### config.mk
export PLATFORM = sky130hd
export DESIGN_NAME = cjtag_bridge
export DESIGN_NICKNAME = d
export VERILOG_FILES = /design/src/hdl/cjtag_pkg.sv /design/src/hdl/cjtag_bridge.sv /design/src/hdl/oscan1_jtag_driver.sv /design/src/hdl/cjtag_control_fsm.sv /design/src/hdl/cjtag_escape_detect.sv /design/src/hdl/cjtag_input_sync.sv
export SDC_FILE = /design/constraint.sdc
export NUM_CORES = 1
export LEC_CHECK = 0
export ABC_CLOCK_PERIOD_IN_PS = 3400
export BUFFER_PORTS_ARGS = -buffer_cell sky130_fd_sc_hd__buf_4
export CAP_MARGIN = 20
export CORE_ASPECT_RATIO = 0.5
export CORE_UTILIZATION = 51
export CTS_CLUSTER_DIAMETER = 100
export CTS_CLUSTER_SIZE = 20
export DETAILED_ROUTE_END_ITERATION = 16
export PLACE_DENSITY = 0.69
export SKIP_CTS_REPAIR_TIMING = 1
export SLEW_MARGIN = 0
export SYNTH_ARGS = -nofsm -noshare
export SYNTH_HDL_FRONTEND = slang
export SYNTH_SLANG_ARGS = --single-unit
### constraint.sdc
create_clock -name clk_i -period 3.4 [get_ports clk_i]
set_input_delay 0 -clock clk_i [delete_from_list [all_inputs] [get_ports clk_i]]
set_output_delay 0 -clock clk_i [all_outputs]
set_load 0.005 [all_outputs]
### src/hdl/cjtag_pkg.sv
package cjtag_pkg;

    // ========================================
    // Bridge states and escape classes
    // ========================================

    // Top-level bridge mode
    typedef enum logic [2:0] {
        OFFLINE    = 3'b000,
        ONLINE_ACT = 3'b010,
        OSCAN1     = 3'b011
    } bridge_state_t;

    // Escape class, decoded from the TMSC toggles seen while TCKC was high
    typedef enum logic [1:0] {
        ESC_NONE     = 2'b00,
        ESC_DESELECT = 2'b01,
        ESC_SELECT   = 2'b10,
        ESC_RESET    = 2'b11
    } escape_kind_t;

    // Bit position inside a 3-bit OScan1 packet
    typedef enum logic [1:0] {
        PH_NTDI = 2'b00,
        PH_TMS  = 2'b01,
        PH_TDO  = 2'b10
    } oscan_phase_t;

    // ========================================
    // Widths and constants
    // ========================================
    typedef logic [4:0]  toggle_count_t;
    typedef logic [11:0] act_packet_t;
    typedef logic [3:0]  act_field_t;
    typedef logic [3:0]  act_count_t;

    // Lowest toggle count of each escape class
    localparam toggle_count_t ESC_DESELECT_MIN = 5'd4;
    localparam toggle_count_t ESC_SELECT_MIN   = 5'd6;
    localparam toggle_count_t ESC_RESET_MIN    = 5'd8;

    // Expected activation fields, CP is their XOR
    localparam act_field_t ACT_OAC = 4'b1100;
    localparam act_field_t ACT_EC  = 4'b1000;

    // Index of the final activation bit
    localparam act_count_t ACT_LAST_BIT = 4'd11;

endpackage
### src/hdl/cjtag_bridge.sv
`timescale 1ns/1ps

module cjtag_bridge (
    input  logic clk_i,
    input  logic ntrst_i,
    input  logic tckc_i,
    input  logic tmsc_i,
    input  logic tdo_i,
    output logic tmsc_o,
    output logic tmsc_oen,
    output logic tck_o,
    output logic tms_o,
    output logic tdi_o,
    output logic online_o,
    output logic nsp_o
);

    import cjtag_pkg::*;

    // Synchronized pins and edge pulses
    logic tckc_s;
    logic tmsc_s;
    logic tckc_posedge;
    logic tckc_negedge;
    logic tmsc_edge;

    escape_kind_t  esc_kind;
    bridge_state_t state;
    oscan_phase_t  phase;
    // Last non-escape TMSC bit in OScan1
    logic          tmsc_bit;

    // ========================================
    // Input side
    // ========================================
    cjtag_input_sync input_sync_inst (
        .clk_i          (clk_i),
        .ntrst_i        (ntrst_i),
        .tckc_i         (tckc_i),
        .tmsc_i         (tmsc_i),
        .tckc_s_o       (tckc_s),
        .tmsc_s_o       (tmsc_s),
        .tckc_posedge_o (tckc_posedge),
        .tckc_negedge_o (tckc_negedge),
        .tmsc_edge_o    (tmsc_edge)
    );

    cjtag_escape_detect escape_detect_inst (
        .clk_i          (clk_i),
        .ntrst_i        (ntrst_i),
        .tckc_s_i       (tckc_s),
        .tckc_posedge_i (tckc_posedge),
        .tckc_negedge_i (tckc_negedge),
        .tmsc_edge_i    (tmsc_edge),
        .esc_kind_o     (esc_kind)
    );

    // ========================================
    // Control and JTAG side
    // ========================================
    cjtag_control_fsm control_fsm_inst (
        .clk_i          (clk_i),
        .ntrst_i        (ntrst_i),
        .tckc_negedge_i (tckc_negedge),
        .tmsc_s_i       (tmsc_s),
        .esc_kind_i     (esc_kind),
        .state_o        (state),
        .phase_o        (phase),
        .tmsc_bit_o     (tmsc_bit)
    );

    oscan1_jtag_driver jtag_driver_inst (
        .clk_i          (clk_i),
        .ntrst_i        (ntrst_i),
        .tckc_posedge_i (tckc_posedge),
        .tckc_negedge_i (tckc_negedge),
        .state_i        (state),
        .phase_i        (phase),
        .tmsc_bit_i     (tmsc_bit),
        .tdo_i          (tdo_i),
        .tck_o          (tck_o),
        .tms_o          (tms_o),
        .tdi_o          (tdi_o),
        .tmsc_o         (tmsc_o),
        .tmsc_oen       (tmsc_oen)
    );

    // Status, nsp_o marks the standard protocol when not in OScan1
    assign online_o = (state == OSCAN1);
    assign nsp_o    = ~online_o;

endmodule

### src/hdl/oscan1_jtag_driver.sv
`timescale 1ns/1ps

module oscan1_jtag_driver (
    input  logic                     clk_i,
    input  logic                     ntrst_i,
    input  logic                     tckc_posedge_i,
    input  logic                     tckc_negedge_i,
    input  cjtag_pkg::bridge_state_t state_i,
    input  cjtag_pkg::oscan_phase_t  phase_i,
    input  logic                     tmsc_bit_i,
    input  logic                     tdo_i,
    output logic                     tck_o,
    output logic                     tms_o,
    output logic                     tdi_o,
    output logic                     tmsc_o,
    output logic                     tmsc_oen
);

    import cjtag_pkg::*;

    logic tck_q;
    logic tms_q;
    logic tdi_q;
    // Low while the bridge owns TMSC
    logic oen_q;
    // TDO from the TAP sampled during the TCK pulse
    logic tdo_q;

    logic in_tdo;

    assign in_tdo = (state_i == OSCAN1) && (phase_i == PH_TDO);

    // ========================================
    // JTAG pin generation
    // ========================================
    always_ff @(posedge clk_i or negedge ntrst_i) begin
        if (!ntrst_i) begin
            tck_q <= 1'b0;
            tms_q <= 1'b1;
            tdi_q <= 1'b0;
            oen_q <= 1'b1;
        end else if (state_i != OSCAN1) begin
            // Idle pins with TMSC left to the probe
            tck_q <= 1'b0;
            tms_q <= 1'b1;
            tdi_q <= 1'b0;
            oen_q <= 1'b1;
        end else if (tckc_posedge_i) begin
            case (phase_i)
                PH_NTDI: begin
                    tck_q <= 1'b0;
                    oen_q <= 1'b1;
                end
                PH_TMS: begin
                    // nTDI was latched on the previous fall
                    tdi_q <= ~tmsc_bit_i;
                    oen_q <= 1'b1;
                end
                PH_TDO: begin
                    // TMS is known now so the TAP gets its clock
                    tms_q <= tmsc_bit_i;
                    tck_q <= 1'b1;
                    oen_q <= 1'b0;
                end
                default: oen_q <= 1'b1;
            endcase
        end else if (tckc_negedge_i && phase_i == PH_TDO) begin
            // TCK falls at the end of the packet and TMSC goes back to the probe
            tck_q <= 1'b0;
            oen_q <= 1'b1;
        end
    end

    // TDO capture while TCK is high
    always_ff @(posedge clk_i or negedge ntrst_i) begin
        if (!ntrst_i) begin
            tdo_q <= 1'b0;
        end else if (tck_q && in_tdo) begin
            tdo_q <= tdo_i;
        end
    end

    assign tck_o    = tck_q;
    assign tms_o    = tms_q;
    assign tdi_o    = tdi_q;
    // Return path only in the third bit
    assign tmsc_o   = in_tdo ? tdo_q : 1'b0;
    assign tmsc_oen = oen_q;

endmodule

### src/hdl/cjtag_control_fsm.sv
`timescale 1ns/1ps

module cjtag_control_fsm (
    input  logic                     clk_i,
    input  logic                     ntrst_i,
    input  logic                     tckc_negedge_i,
    input  logic                     tmsc_s_i,
    input  cjtag_pkg::escape_kind_t  esc_kind_i,
    output cjtag_pkg::bridge_state_t state_o,
    output cjtag_pkg::oscan_phase_t  phase_o,
    output logic                     tmsc_bit_o
);

    import cjtag_pkg::*;

    bridge_state_t state_q;
    oscan_phase_t  phase_q;
    logic          tmsc_bit_q;

    // First 11 activation bits, the 12th comes straight from TMSC
    logic [$bits(act_packet_t)-2:0] act_shift_q;
    act_count_t                     act_cnt_q;

    // Decoded activation packet
    act_packet_t rx_packet;
    act_field_t  rx_oac;
    act_field_t  rx_ec;
    act_field_t  rx_cp;
    logic        act_ok;

    // ========================================
    // Activation packet check
    // ========================================
    // LSB first, so the oldest bit sits at index 0
    assign rx_packet = {tmsc_s_i, act_shift_q};
    assign rx_oac    = rx_packet[3:0];
    assign rx_ec     = rx_packet[7:4];
    assign rx_cp     = rx_packet[11:8];
    // Fixed OAC and EC, CP is their bitwise parity
    assign act_ok    = (rx_oac == ACT_OAC) && (rx_ec == ACT_EC) && (rx_cp == (rx_oac ^ rx_ec));

    // ========================================
    // Bridge state machine
    // ========================================
    always_ff @(posedge clk_i or negedge ntrst_i) begin
        if (!ntrst_i) begin
            state_q     <= OFFLINE;
            phase_q     <= PH_NTDI;
            tmsc_bit_q  <= 1'b0;
            act_shift_q <= '0;
            act_cnt_q   <= '0;
        end else if (tckc_negedge_i) begin
            // Everything happens on a TCKC fall
            case (state_q)
                OFFLINE: begin
                    // Only selection wakes the bridge
                    if (esc_kind_i == ESC_SELECT) begin
                        state_q     <= ONLINE_ACT;
                        act_shift_q <= '0;
                        act_cnt_q   <= '0;
                    end
                end

                ONLINE_ACT: begin
                    if (esc_kind_i == ESC_RESET) begin
                        // Abort activation
                        state_q   <= OFFLINE;
                        act_cnt_q <= '0;
                    end else if (act_cnt_q == ACT_LAST_BIT) begin
                        // Whole packet in, accept or drop
                        state_q   <= act_ok ? OSCAN1 : OFFLINE;
                        phase_q   <= PH_NTDI;
                        act_cnt_q <= '0;
                    end else begin
                        act_shift_q <= {tmsc_s_i, act_shift_q[$bits(act_shift_q)-1:1]};
                        act_cnt_q   <= act_cnt_q + 4'd1;
                    end
                end

                OSCAN1: begin
                    if (esc_kind_i == ESC_DESELECT || esc_kind_i == ESC_RESET) begin
                        state_q <= OFFLINE;
                        phase_q <= PH_NTDI;
                    end else begin
                        // Normal packet bit
                        tmsc_bit_q <= tmsc_s_i;
                        case (phase_q)
                            PH_NTDI: phase_q <= PH_TMS;
                            PH_TMS:  phase_q <= PH_TDO;
                            default: phase_q <= PH_NTDI;
                        endcase
                    end
                end

                default: begin
                    state_q <= OFFLINE;
                    phase_q <= PH_NTDI;
                end
            endcase
        end
    end

    assign state_o    = state_q;
    assign phase_o    = phase_q;
    assign tmsc_bit_o = tmsc_bit_q;

endmodule

### src/hdl/cjtag_escape_detect.sv
`timescale 1ns/1ps

module cjtag_escape_detect (
    input  logic                    clk_i,
    input  logic                    ntrst_i,
    input  logic                    tckc_s_i,
    input  logic                    tckc_posedge_i,
    input  logic                    tckc_negedge_i,
    input  logic                    tmsc_edge_i,
    output cjtag_pkg::escape_kind_t esc_kind_o
);

    import cjtag_pkg::*;

    // TMSC toggles since the last TCKC rise
    toggle_count_t toggle_cnt_q;
    // Set between TCKC rise and fall
    logic          tckc_high_q;

    // ========================================
    // Toggle counter
    // ========================================
    always_ff @(posedge clk_i or negedge ntrst_i) begin
        if (!ntrst_i) begin
            toggle_cnt_q <= '0;
            tckc_high_q  <= 1'b0;
        end else if (tckc_posedge_i) begin
            // Fresh count for every TCKC high phase
            toggle_cnt_q <= '0;
            tckc_high_q  <= 1'b1;
        end else if (tckc_negedge_i) begin
            // Count stays put so the FSM sees it with the fall pulse
            tckc_high_q  <= 1'b0;
        end else if (tckc_high_q && tckc_s_i && tmsc_edge_i) begin
            // Saturate, no wrap back into a lower class
            if (toggle_cnt_q != '1) begin
                toggle_cnt_q <= toggle_cnt_q + 5'd1;
            end
        end
    end

    // ========================================
    // Classification
    // ========================================
    always_comb begin
        if (toggle_cnt_q >= ESC_RESET_MIN) begin
            esc_kind_o = ESC_RESET;
        end else if (toggle_cnt_q >= ESC_SELECT_MIN) begin
            esc_kind_o = ESC_SELECT;
        end else if (toggle_cnt_q >= ESC_DESELECT_MIN) begin
            esc_kind_o = ESC_DESELECT;
        end else begin
            // 0 to 3 toggles, an ordinary TCKC cycle
            esc_kind_o = ESC_NONE;
        end
    end

endmodule

### src/hdl/cjtag_input_sync.sv
`timescale 1ns/1ps

module cjtag_input_sync (
    input  logic clk_i,
    input  logic ntrst_i,
    input  logic tckc_i,
    input  logic tmsc_i,
    output logic tckc_s_o,
    output logic tmsc_s_o,
    output logic tckc_posedge_o,
    output logic tckc_negedge_o,
    output logic tmsc_edge_o
);

    // Two flops per probe pin against metastability
    logic [1:0] tckc_sync_q;
    logic [1:0] tmsc_sync_q;

    // Last synchronized values, for edge compare
    logic tckc_prev_q;
    logic tmsc_prev_q;

    // Registered edge pulses, one clock wide
    logic tckc_rise_q;
    logic tckc_fall_q;
    logic tmsc_chg_q;

    always_ff @(posedge clk_i or negedge ntrst_i) begin
        if (!ntrst_i) begin
            tckc_sync_q <= 2'b00;
            tmsc_sync_q <= 2'b00;
            tckc_prev_q <= 1'b0;
            tmsc_prev_q <= 1'b0;
            tckc_rise_q <= 1'b0;
            tckc_fall_q <= 1'b0;
            tmsc_chg_q  <= 1'b0;
        end else begin
            tckc_sync_q <= {tckc_sync_q[0], tckc_i};
            tmsc_sync_q <= {tmsc_sync_q[0], tmsc_i};
            tckc_prev_q <= tckc_sync_q[1];
            tmsc_prev_q <= tmsc_sync_q[1];
            // Compare stage 2 against its delayed copy
            tckc_rise_q <= !tckc_prev_q && tckc_sync_q[1];
            tckc_fall_q <= tckc_prev_q && !tckc_sync_q[1];
            // Any TMSC change counts
            tmsc_chg_q  <= tmsc_prev_q != tmsc_sync_q[1];
        end
    end

    assign tckc_s_o       = tckc_sync_q[1];
    assign tmsc_s_o       = tmsc_sync_q[1];
    assign tckc_posedge_o = tckc_rise_q;
    assign tckc_negedge_o = tckc_fall_q;
    assign tmsc_edge_o    = tmsc_chg_q;

endmodule

==> results of run 1 <==
sequential cells by signal, indices dropped and copies added (netlist names), 2 cells and up:
signal and count:
input_sync_inst.tmsc_sync_q 2, control_fsm_inst.phase_o 2, control_fsm_inst.state_o 2, escape_detect_inst.toggle_cnt_q 5
control_fsm_inst.act_shift_q 11, input_sync_inst.tckc_sync_q 2, control_fsm_inst.act_cnt_q 4
routing by layer:
metal / up-vias / part of all wire [%]
met5: - / 0
met4: 0 / 1.6
met3: 7 / 8.0
met2: 38 / 42
met1: 572 / 49
li1: 561 / -
layout by cell type (no fill, tap or decap), types with 2 or more instances in the layout:
| cell | count |
|---|---|
| a211o_1 | 2 |
| a21oi_1 | 5 |
| a22o_1 | 16 |
| and2_1 | 2 |
| and3_1 | 5 |
| buf_4 | 11 |
| clkbuf_8 | 5 |
| dfrtp_1 | 38 |
| dfstp_2 | 2 |
| dlygate4sd3_1 | 4 |
| ha_1 | 4 |
| inv_1 | 5 |
| inv_2 | 2 |
| mux2_1 | 2 |
| nand2_1 | 5 |
| nand3_1 | 6 |
| nor2_1 | 9 |
| nor2b_1 | 8 |
| nor4b_1 | 2 |
| o211ai_1 | 2 |
| o21ai_0 | 5 |
| o21bai_1 | 2 |
| xnor2_1 | 2 |
| xor2_1 | 2 |
metrics by stage:
stage | util (%) | total power, mW | setup slack, ns
floorplan | - | 0.525 | 1.60
global placement | 59.5 | 0.543 | 1.56
detailed placement | 59.5 | 0.545 | 1.50
CTS | 63.0 | 0.927 | 1.48
global route | 64.3 | 0.958 | 1.40
finish | 64.3 | 0.919 | 1.48
path summary, 6_finish.rpt:
check	cells after the start	from	to	slack, ns
worst max-delay path	7	escape_detect_inst.toggle_cnt_q[0]	escape_detect_inst.toggle_cnt_q[4]	1.48
worst min-delay path	2	ntrst_i	jtag_driver_inst.tdo_q	0.21
worst max register to register	7	escape_detect_inst.toggle_cnt_q[0]	escape_detect_inst.toggle_cnt_q[4]	1.48
worst min register to register	0	input_sync_inst.tmsc_sync_q[0]	input_sync_inst.tmsc_sync_q[1]	0.36
max in group asynchronous	2	ntrst_i	jtag_driver_inst.tms_o	2.83
min in group clk_i	2	tmsc_i	input_sync_inst.tmsc_sync_q[0]	0.36
area by class of cell:
class                      count  area, um^2
inverter                       7        26.3
tap                           40        50.0
multi-input combinational     96         702
clock buffer                   5        68.8
clock inverter                 3        42.5
sequential                    40        1000
timing repair buffer          15         123
fill                         239        1120
where the power goes:
group / internal (mW) / switching [mW]
logic: 0.0172 / 0.0204
clock network: 0.217 / 0.164
registers: 0.488 / 0.0133
total: 0.722 / 0.197
worst reg2reg max path, stage by stage, from the launching register on:
cell and delay (ns):
dfrtp_1 0.43, ha_1 0.23, and3_1 0.18, ha_1 0.18
and4bb_2 0.32, and2_1 0.21, mux2i_1 0.20, nor2_1 0.05
cells by family (layout without fill, tap and decap cells):
logic type	Yosys count	after routing	share of synthesized area, %
DFF	40	40	57.2
xor gates and xnor gates	4	4	2.00
and+or+nand+nor	48	48	17.0
AOI/OAI and AO/OA	36	36	15.7
buffers and inverters	10	30	2.78
muxes	4	4	2.50
adders and majority gates	4	4	2.85
==> reports/qor.yml, run 1 <==
yosys.cell_count.top_type: "dfrtp_1"
synth.lib_cells_used.distinct: 41
report.final.slew_viol_count: 0
clock_sinks: 40
wl_mm: 3.02
via_count: 1178
cts_buffers: 5
async_reset_ff_share_pct: 100
crit_path_frequent_cell: "ha_1"
worstPathRequired_ns: 3.57
ys_ff_latch: 40
grt_use_met2_pct: 29.0
gp_congestion: 0.890
fp.dieH_um: 43.5
tns_ns: 0
grt_pass1_wl_mm: 5.26
drc: 3
yosys.area.top_type_share_pct: 54.2
grtUsageMet3_pct: 6.29
status: "finished with violations"
endpoint_kind: "flip-flop"
post_drt_wl_per_cell_um: 14.7
ys_seq_area_share_pct: 57.2
irDropWorstVdd_mv: 0.281
core_area_mm2: 0.00314
synth_edf_count: 0
synth.area.top_cells: "dfrtp_1 54%, a22o_1 8.0%, dfstp_2 3.0%, ha_1 2.9%, nor2b_1 2.9%"
final_nets: 174
path_delay_family: "simple AND/OR/NAND/NOR gates"
clock-skew-final_ns: 0.00710
area_growth_pct: 14.9
final_antenna_net_count: 0
die_x_um: 84.9
io_buffers: 11
min_path_type: "in2async"
violations: "design-rule violations"
io_pins: 12
start_kind: "flip-flop"
powerDensity_mw_per_mm2: 456
fmax_mhz: 521
fin_crit_ns: 1.92
htreeDepth: 2
grt_overflow: 0
place_inst: 194
relSlewSlack_pct: 67.4
design.die.area_mm2: 0.00369
grt_max_degree: 41
std_cell_rows: 14
antenna_cells: 0
worstMarginPinSlew_ns: 0.489
worst_ep_arrival_time_ns: 2.09
via_per_inst: 5.72
cts.path.max_buffers: 2
maxCapViolations: 0
drive_above_1_share_pct: 18.1
cp_max_fo: 4
syn_inst: 146
clk_pin_slew_worst_paths_ns: 0.08
fin_crit_sh_pct: 56.5
grt.met1_usage_pct: 26.7
stdcell_area_mm2: 0.00202
syn-cell-area_mm2: 0.00175
final-setup-viol-count: 0
hold_viol: 0
grt_use_total_pct: 19.4
path_buf_inv: 0
ys_top_cells_by_count: "38 x dfrtp_1, 16 x a22o_1, 9 x nor2_1"
place_area_mm2: 0.00186
rsz0062_at_grt: "false"
grt-busiest-layer: "met2"
fin_cells: 206
grt_antenna_before_repair: 0
synth-main-ff-cell: "dfrtp_1"
holdWs_ns: 0.210
critical_path.cell_chain: "ha_1 > and3_1 > ha_1 > and4bb_2 > and2_1 > mux2i_1 > nor2_1"
yosysWarnings: 0
tritoncts: "done"
start_util_pct: 55.9
drt_first_pass_iters: 10
root_buffer: "clkbuf_8"
p_leak_nw: 0.912
dp_hpwl_mm: 2.09
synth_top_area_cell: "dfrtp_1"
syn-num-nets: 155
initialDrtViolationCount: 57
cp_slowest_cell: "dfrtp_1"
cpPeakStageDelay_ns: 0.43
clk_latency_ns: 0.29
crit_type: "reg2reg"
syn_avg_cell_area_um2: 12.0
grt_pass1_vias: 1113
Power figures use the tool's default switching activity.
==> run 2: changes to the inputs <==
--- a/config.mk
+++ b/config.mk
@@ -5,7 +5,7 @@
 export SDC_FILE = /design/constraint.sdc
 export NUM_CORES = 1
 export LEC_CHECK = 0
-export ABC_CLOCK_PERIOD_IN_PS = 3400
+export ABC_CLOCK_PERIOD_IN_PS = 1600
 export BUFFER_PORTS_ARGS = -buffer_cell sky130_fd_sc_hd__buf_4
 export CAP_MARGIN = 20
 export CORE_ASPECT_RATIO = 0.5
@@ -13,7 +13,7 @@
 export CTS_CLUSTER_DIAMETER = 100
 export CTS_CLUSTER_SIZE = 20
 export DETAILED_ROUTE_END_ITERATION = 16
-export PLACE_DENSITY = 0.69
+export PLACE_DENSITY = 0.72
 export SKIP_CTS_REPAIR_TIMING = 1
 export SLEW_MARGIN = 0
 export SYNTH_ARGS = -nofsm -noshare
==> constraint.sdc (replaced) <==
create_clock -name clk_i -period 1.6 [get_ports clk_i]
set_input_delay 0 -clock clk_i [delete_from_list [all_inputs] [get_ports clk_i]]
set_output_delay 0 -clock clk_i [all_outputs]
set_load 0.005 [all_outputs]
==> run 2 against run 1 <==
Effect of this change: the run ends with negative setup slack left; sequential power grew 110%; highest routed layer unchanged; via count increased by 12%; flip-flop and latch count is the same; non-clock buffer count increased by 24; largest power group unchanged; wire length increased by 23%; register-to-register slack got worse by 1.6 ns; count of clock-buffer cells in the layout up 2.
==> reports/qor.yml, run 2 (same netlist as run 1, synthesis figures left out) <==
worstPathRequired_ns: 1.77
clk_latency_ns: 0.29
fin_ws_ns: -0.122
design.die.area_mm2: 0.00369
maxCapViolations: 0
violations: "negative setup slack"
start_util_pct: 55.9
p_leak_nw: 1.02
htreeDepth: 2
drive_above_1_share_pct: 34.0
via_per_inst: 5.71
relSlewSlack_pct: 66.6
mostFrequentLayoutCell: "dfrtp_1"
final-setup-viol-count: 16
std_cell_rows: 14
root_buffer: "clkbuf_8"
grt_pass1_wl_mm: 5.61
fillers: 207
die_x_um: 84.9
via_count: 1320
drc: 0
largest-register: "control_fsm_inst.act_shift_q"
antenna_cells: 0
cts.path.max_buffers: 2
irDropWorstVdd_mv: 0.550
grt_max_degree: 41
place_area_mm2: 0.00203
fmax_mhz: 581
crit_type: "reg2reg"
cts_buffers: 5
endpoint_kind: "flip-flop"
tns_ns: -0.715
gp_congestion: 0.749
stdcell_area_mm2: 0.00225
fin_crit_sh_pct: 108
fp.dieH_um: 43.5
dp_slack_ns: -0.120
top_regs: "control_fsm_inst.act_shift_q (11), escape_detect_inst.toggle_cnt_q (5), control_fsm_inst.act_cnt_q (4)"
layout_common_cells: "36 x dfrtp_1, 34 x buf_4, 16 x a22o_1"
grt_antenna_before_repair: 0
ff_latch_area_mm2: 0.00101
powerDensity_mw_per_mm2: 805
clock_sinks: 40
final_antenna_net_count: 0
clock-skew-final_ns: 0.00918
drt_first_pass_iters: 6
area_growth_pct: 28.0
min_path_type: "in2async"
largest_reg_flops: 11
post_drt_wl_per_cell_um: 16.1
grt_pass1_vias: 1212
initialDrtViolationCount: 40
fin_crit_ns: 1.72
worst_ep_arrival_time_ns: 1.89
status: "finished with violations"
report.final.slew_viol_count: 0
worstMarginPinSlew_ns: 0.500
dp_hpwl_mm: 2.29
clk_pin_slew_worst_paths_ns: 0.08
cp_max_fo: 3
core_area_mm2: 0.00314
wl_mm: 3.73
grt_overflow: 0
grt_use_total_pct: 20.5
start_kind: "flip-flop"
final_nets: 199
tritoncts: "done"
io_buffers: 11
hold_viol: 0
io_pins: 12
multiInputGateArea_um2: 776
rsz0062_at_grt: "true"
-- run 2: final timing paths --
check | slack, ns | end | cells after the start | startpoint
worst max register to register | -0.12 | escape_detect_inst.toggle_cnt_q[3] | 8 | escape_detect_inst.toggle_cnt_q[0]
worst max-delay path | -0.12 | escape_detect_inst.toggle_cnt_q[3] | 8 | escape_detect_inst.toggle_cnt_q[0]
worst min-delay path | 0.22 | jtag_driver_inst.tck_o | 2 | ntrst_i
worst min register to register | 0.36 | input_sync_inst.tmsc_sync_q[1] | 0 | input_sync_inst.tmsc_sync_q[0]
min in group clk_i | 0.35 | input_sync_inst.tmsc_sync_q[0] | 2 | tmsc_i
max in group asynchronous | 1.01 | escape_detect_inst.toggle_cnt_q[3] | 2 | ntrst_i
-- run 2: layout make-up --
cell class | instances | share of cell area, %
clock buffers | 7 | 3.40
clock inverters | 1 | 0.223
repair buffers | 39 | 13.6
inverters | 7 | 1.17
well taps | 40 | 2.23
flip-flops and latches | 40 | 44.8
multi-input cells | 97 | 34.5
-- run 2: routing by layer --
metal / routed length, um / track usage [%]
met1: 1880 / 28.0
met3: 164 / 5.90
met5: 0 / 0
met2: 1640 / 32.6
met4: 45 / 6.10
-- run 2: critical path, cell delays in order (launching register included) --
cell      delay (ns)
dfrtp_1         0.40
ha_2            0.18
and3_4          0.15
ha_4            0.14
and4bb_2        0.31
buf_4           0.12
nand3_1         0.08
xor2_1          0.15
nor2_1          0.05
-- run 2: per-stage QoR --
| stage | hold WS (ns) | utilization, % | instances | total power [mW] |
|---|---|---|---|---|
| 2_1_floorplan | -0.296 | - | 146 | 1.12 |
| 3_3_place_gp | -0.00611 | 64.7 | 213 | 1.17 |
| 3_5_place_dp | 0.00108 | 64.7 | 213 | 1.18 |
| 4_1_cts | -0.307 | 67.3 | 221 | 1.81 |
| 5_1_grt | 0.260 | 71.6 | 231 | 1.89 |
| 6_report | 0.221 | 71.6 | 231 | 1.81 |
-- run 2: where the power goes --
group / switching [mW] / total [mW] / leakage [nW] / internal (mW)
Combinational: 0.0564 / 0.108 / 0.454 / 0.0513
Sequential: 0.0239 / 1.06 / 0.524 / 1.04
Clock: 0.334 / 0.640 / 0.0422 / 0.306
Total: 0.414 / 1.81 / 1.02 / 1.39
==> run 3: changes to the inputs <==
==> constraint.sdc (replaced) <==
create_clock -name clk_i -period 1.6 [get_ports clk_i]
set_input_delay 0 -clock clk_i [delete_from_list [all_inputs] [get_ports clk_i]]
set_output_delay 0 -clock clk_i [all_outputs]
set_load 0.05 [all_outputs]
==> run 3 against run 2 <==
Effect of this change: the run ends with design-rule violations, negative setup slack left; critical path type unchanged; die area did not move; largest cell class unchanged; sequential share of layout area decreased by 0.42 points; flip-flop and latch count unchanged; critical endpoint is now escape_detect_inst.toggle_cnt_q[4]; count of clock-buffer cells in the layout unchanged.
==> reports/qor.yml, run 3 (same netlist as run 1, synthesis figures left out) <==
htreeDepth: 2
hold_viol: 0
drc: 2
start_util_pct: 55.9
via_per_inst: 5.66
via_count: 1290
design.die.area_mm2: 0.00369
root_buffer: "clkbuf_8"
fin_util_pct: 72.3
drt_first_pass_iters: 10
grt_use_total_pct: 20.3
worst_ep_arrival_time_ns: 1.88
grt_pass1_vias: 1211
r2r_slack_ns: -0.12
die_x_um: 84.9
fin_crit_ns: 1.72
min_path_type: "in2async"
grt_antenna_before_repair: 0
core_area_mm2: 0.00314
io_buffers: 11
p_leak_nw: 1.04
worstMarginPinSlew_ns: 0.497
gp_congestion: 0.823
cts_buffers: 5
io_pins: 12
status: "finished with violations"
cp_slowest_cell: "dfrtp_1"
tritoncts: "done"
largest_reg_flops: 11
fp.dieH_um: 43.5
fin_ws_ns: -0.119
area_growth_pct: 29.2
grt_overflow: 0
top_regs: "control_fsm_inst.act_shift_q (11), escape_detect_inst.toggle_cnt_q (5), control_fsm_inst.act_cnt_q (4)"
grt_pass1_wl_mm: 5.60
largest-register: "control_fsm_inst.act_shift_q"
cp_max_fo: 4
violations: "design-rule violations, negative setup slack"
clk_latency_ns: 0.28
clk_pin_slew_worst_paths_ns: 0.08
grt_max_degree: 41
worstPathRequired_ns: 1.76
place_inst: 212
report.final.slew_viol_count: 0
post_drt_wl_per_cell_um: 16.2
relSlewSlack_pct: 66.8
fin_cells: 228
crit_type: "reg2reg"
dp_hpwl_mm: 2.39
start_kind: "flip-flop"
std_cell_rows: 14
rsz0062_at_grt: "true"
fmax_mhz: 582
final-setup-viol-count: 15
mostFrequentLayoutCell: "dfrtp_1"
antenna_cells: 0
powerDensity_mw_per_mm2: 824
cpPeakStageDelay_ns: 0.40
maxCapViolations: 0
initialDrtViolationCount: 53
cts.path.max_buffers: 2
final_antenna_net_count: 0
irDropWorstVdd_mv: 0.361
clock-skew-final_ns: 0.00722
wl_mm: 3.70
drive_above_1_share_pct: 34.6
endpoint_kind: "flip-flop"
clock_sinks: 40
layout_common_cells: "36 x dfrtp_1, 30 x buf_4, 16 x a22o_1"
final_nets: 197
fin_crit_sh_pct: 107
critical_path.cell_chain: "ha_2 > and3_4 > ha_4 > and4bb_2 > and2_4 > mux2i_1 > nor2_1"
## run 3: cell types whose count changed in the layout (fill, tap and decap cells not counted), sizes merged
cell / previous run / this run
buf: 35 / 33
clkinv: 1 / 0
## run 3: cell type report
cell class | instances | area (um^2)
clock buffer | 7 | 96.3
fill | 227 | 868
inverter | 7 | 28.8
multi-input combinational | 97 | 778
sequential | 40 | 1010
tap | 40 | 50.0
timing repair buffer | 37 | 308
## run 3: through the flow
stage / power (mW) / TNS, ns / instance area [um^2] / hold WS, ns / setup WS, ns
after floorplan: 1.12 / -0.106 / 1790 / -0.296 / -0.0784
after global placement: 1.17 / -0.184 / 2040 / -0.00188 / -0.0737
after detailed placement: 1.17 / -0.477 / 2040 / 0.00142 / -0.126
after CTS: 1.87 / -0.776 / 2140 / -0.307 / -0.145
after global routing: 1.93 / -1.23 / 2270 / 0.276 / -0.187
final: 1.87 / -0.346 / 2270 / 0.216 / -0.119
## run 3: worst max-delay path, delay by kind of cell (launching register included)
kind	cells	cell delay [ns]
fa+ha+maj	2	0.32
mux	1	0.18
simple gates	4	0.70
flops	1	0.40
## run 3: where the power goes
part / internal, mW / total [mW] / switching (mW)
clock network: 0.384 / 0.705 / 0.321
logic: 0.0488 / 0.104 / 0.0548
registers: 1.04 / 1.06 / 0.0241
## run 3: metal layers
layer | vias up | routed length [um] | GRT usage (%)
met2 | 22 | 1700 | 31.6
li1 | 616 | - | -
met4 | 0 | 0 | 3.73
met3 | 0 | 172 | 6.29
met5 | - | 0 | 0
met1 | 652 | 1830 | 28.8
## run 3: path summary, 6_finish.rpt
check / start / to / cells after the start
max: escape_detect_inst.toggle_cnt_q[1] / escape_detect_inst.toggle_cnt_q[4] / 7
min: ntrst_i / control_fsm_inst.act_shift_q[2] / 2
max reg2reg: escape_detect_inst.toggle_cnt_q[1] / escape_detect_inst.toggle_cnt_q[4] / 7
min reg2reg: input_sync_inst.tmsc_sync_q[0] / input_sync_inst.tmsc_sync_q[1] / 0
max in group asynchronous: ntrst_i / control_fsm_inst.state_o[0] / 2
min in group clk_i: input_sync_inst.tmsc_sync_q[0] / input_sync_inst.tmsc_sync_q[1] / 0
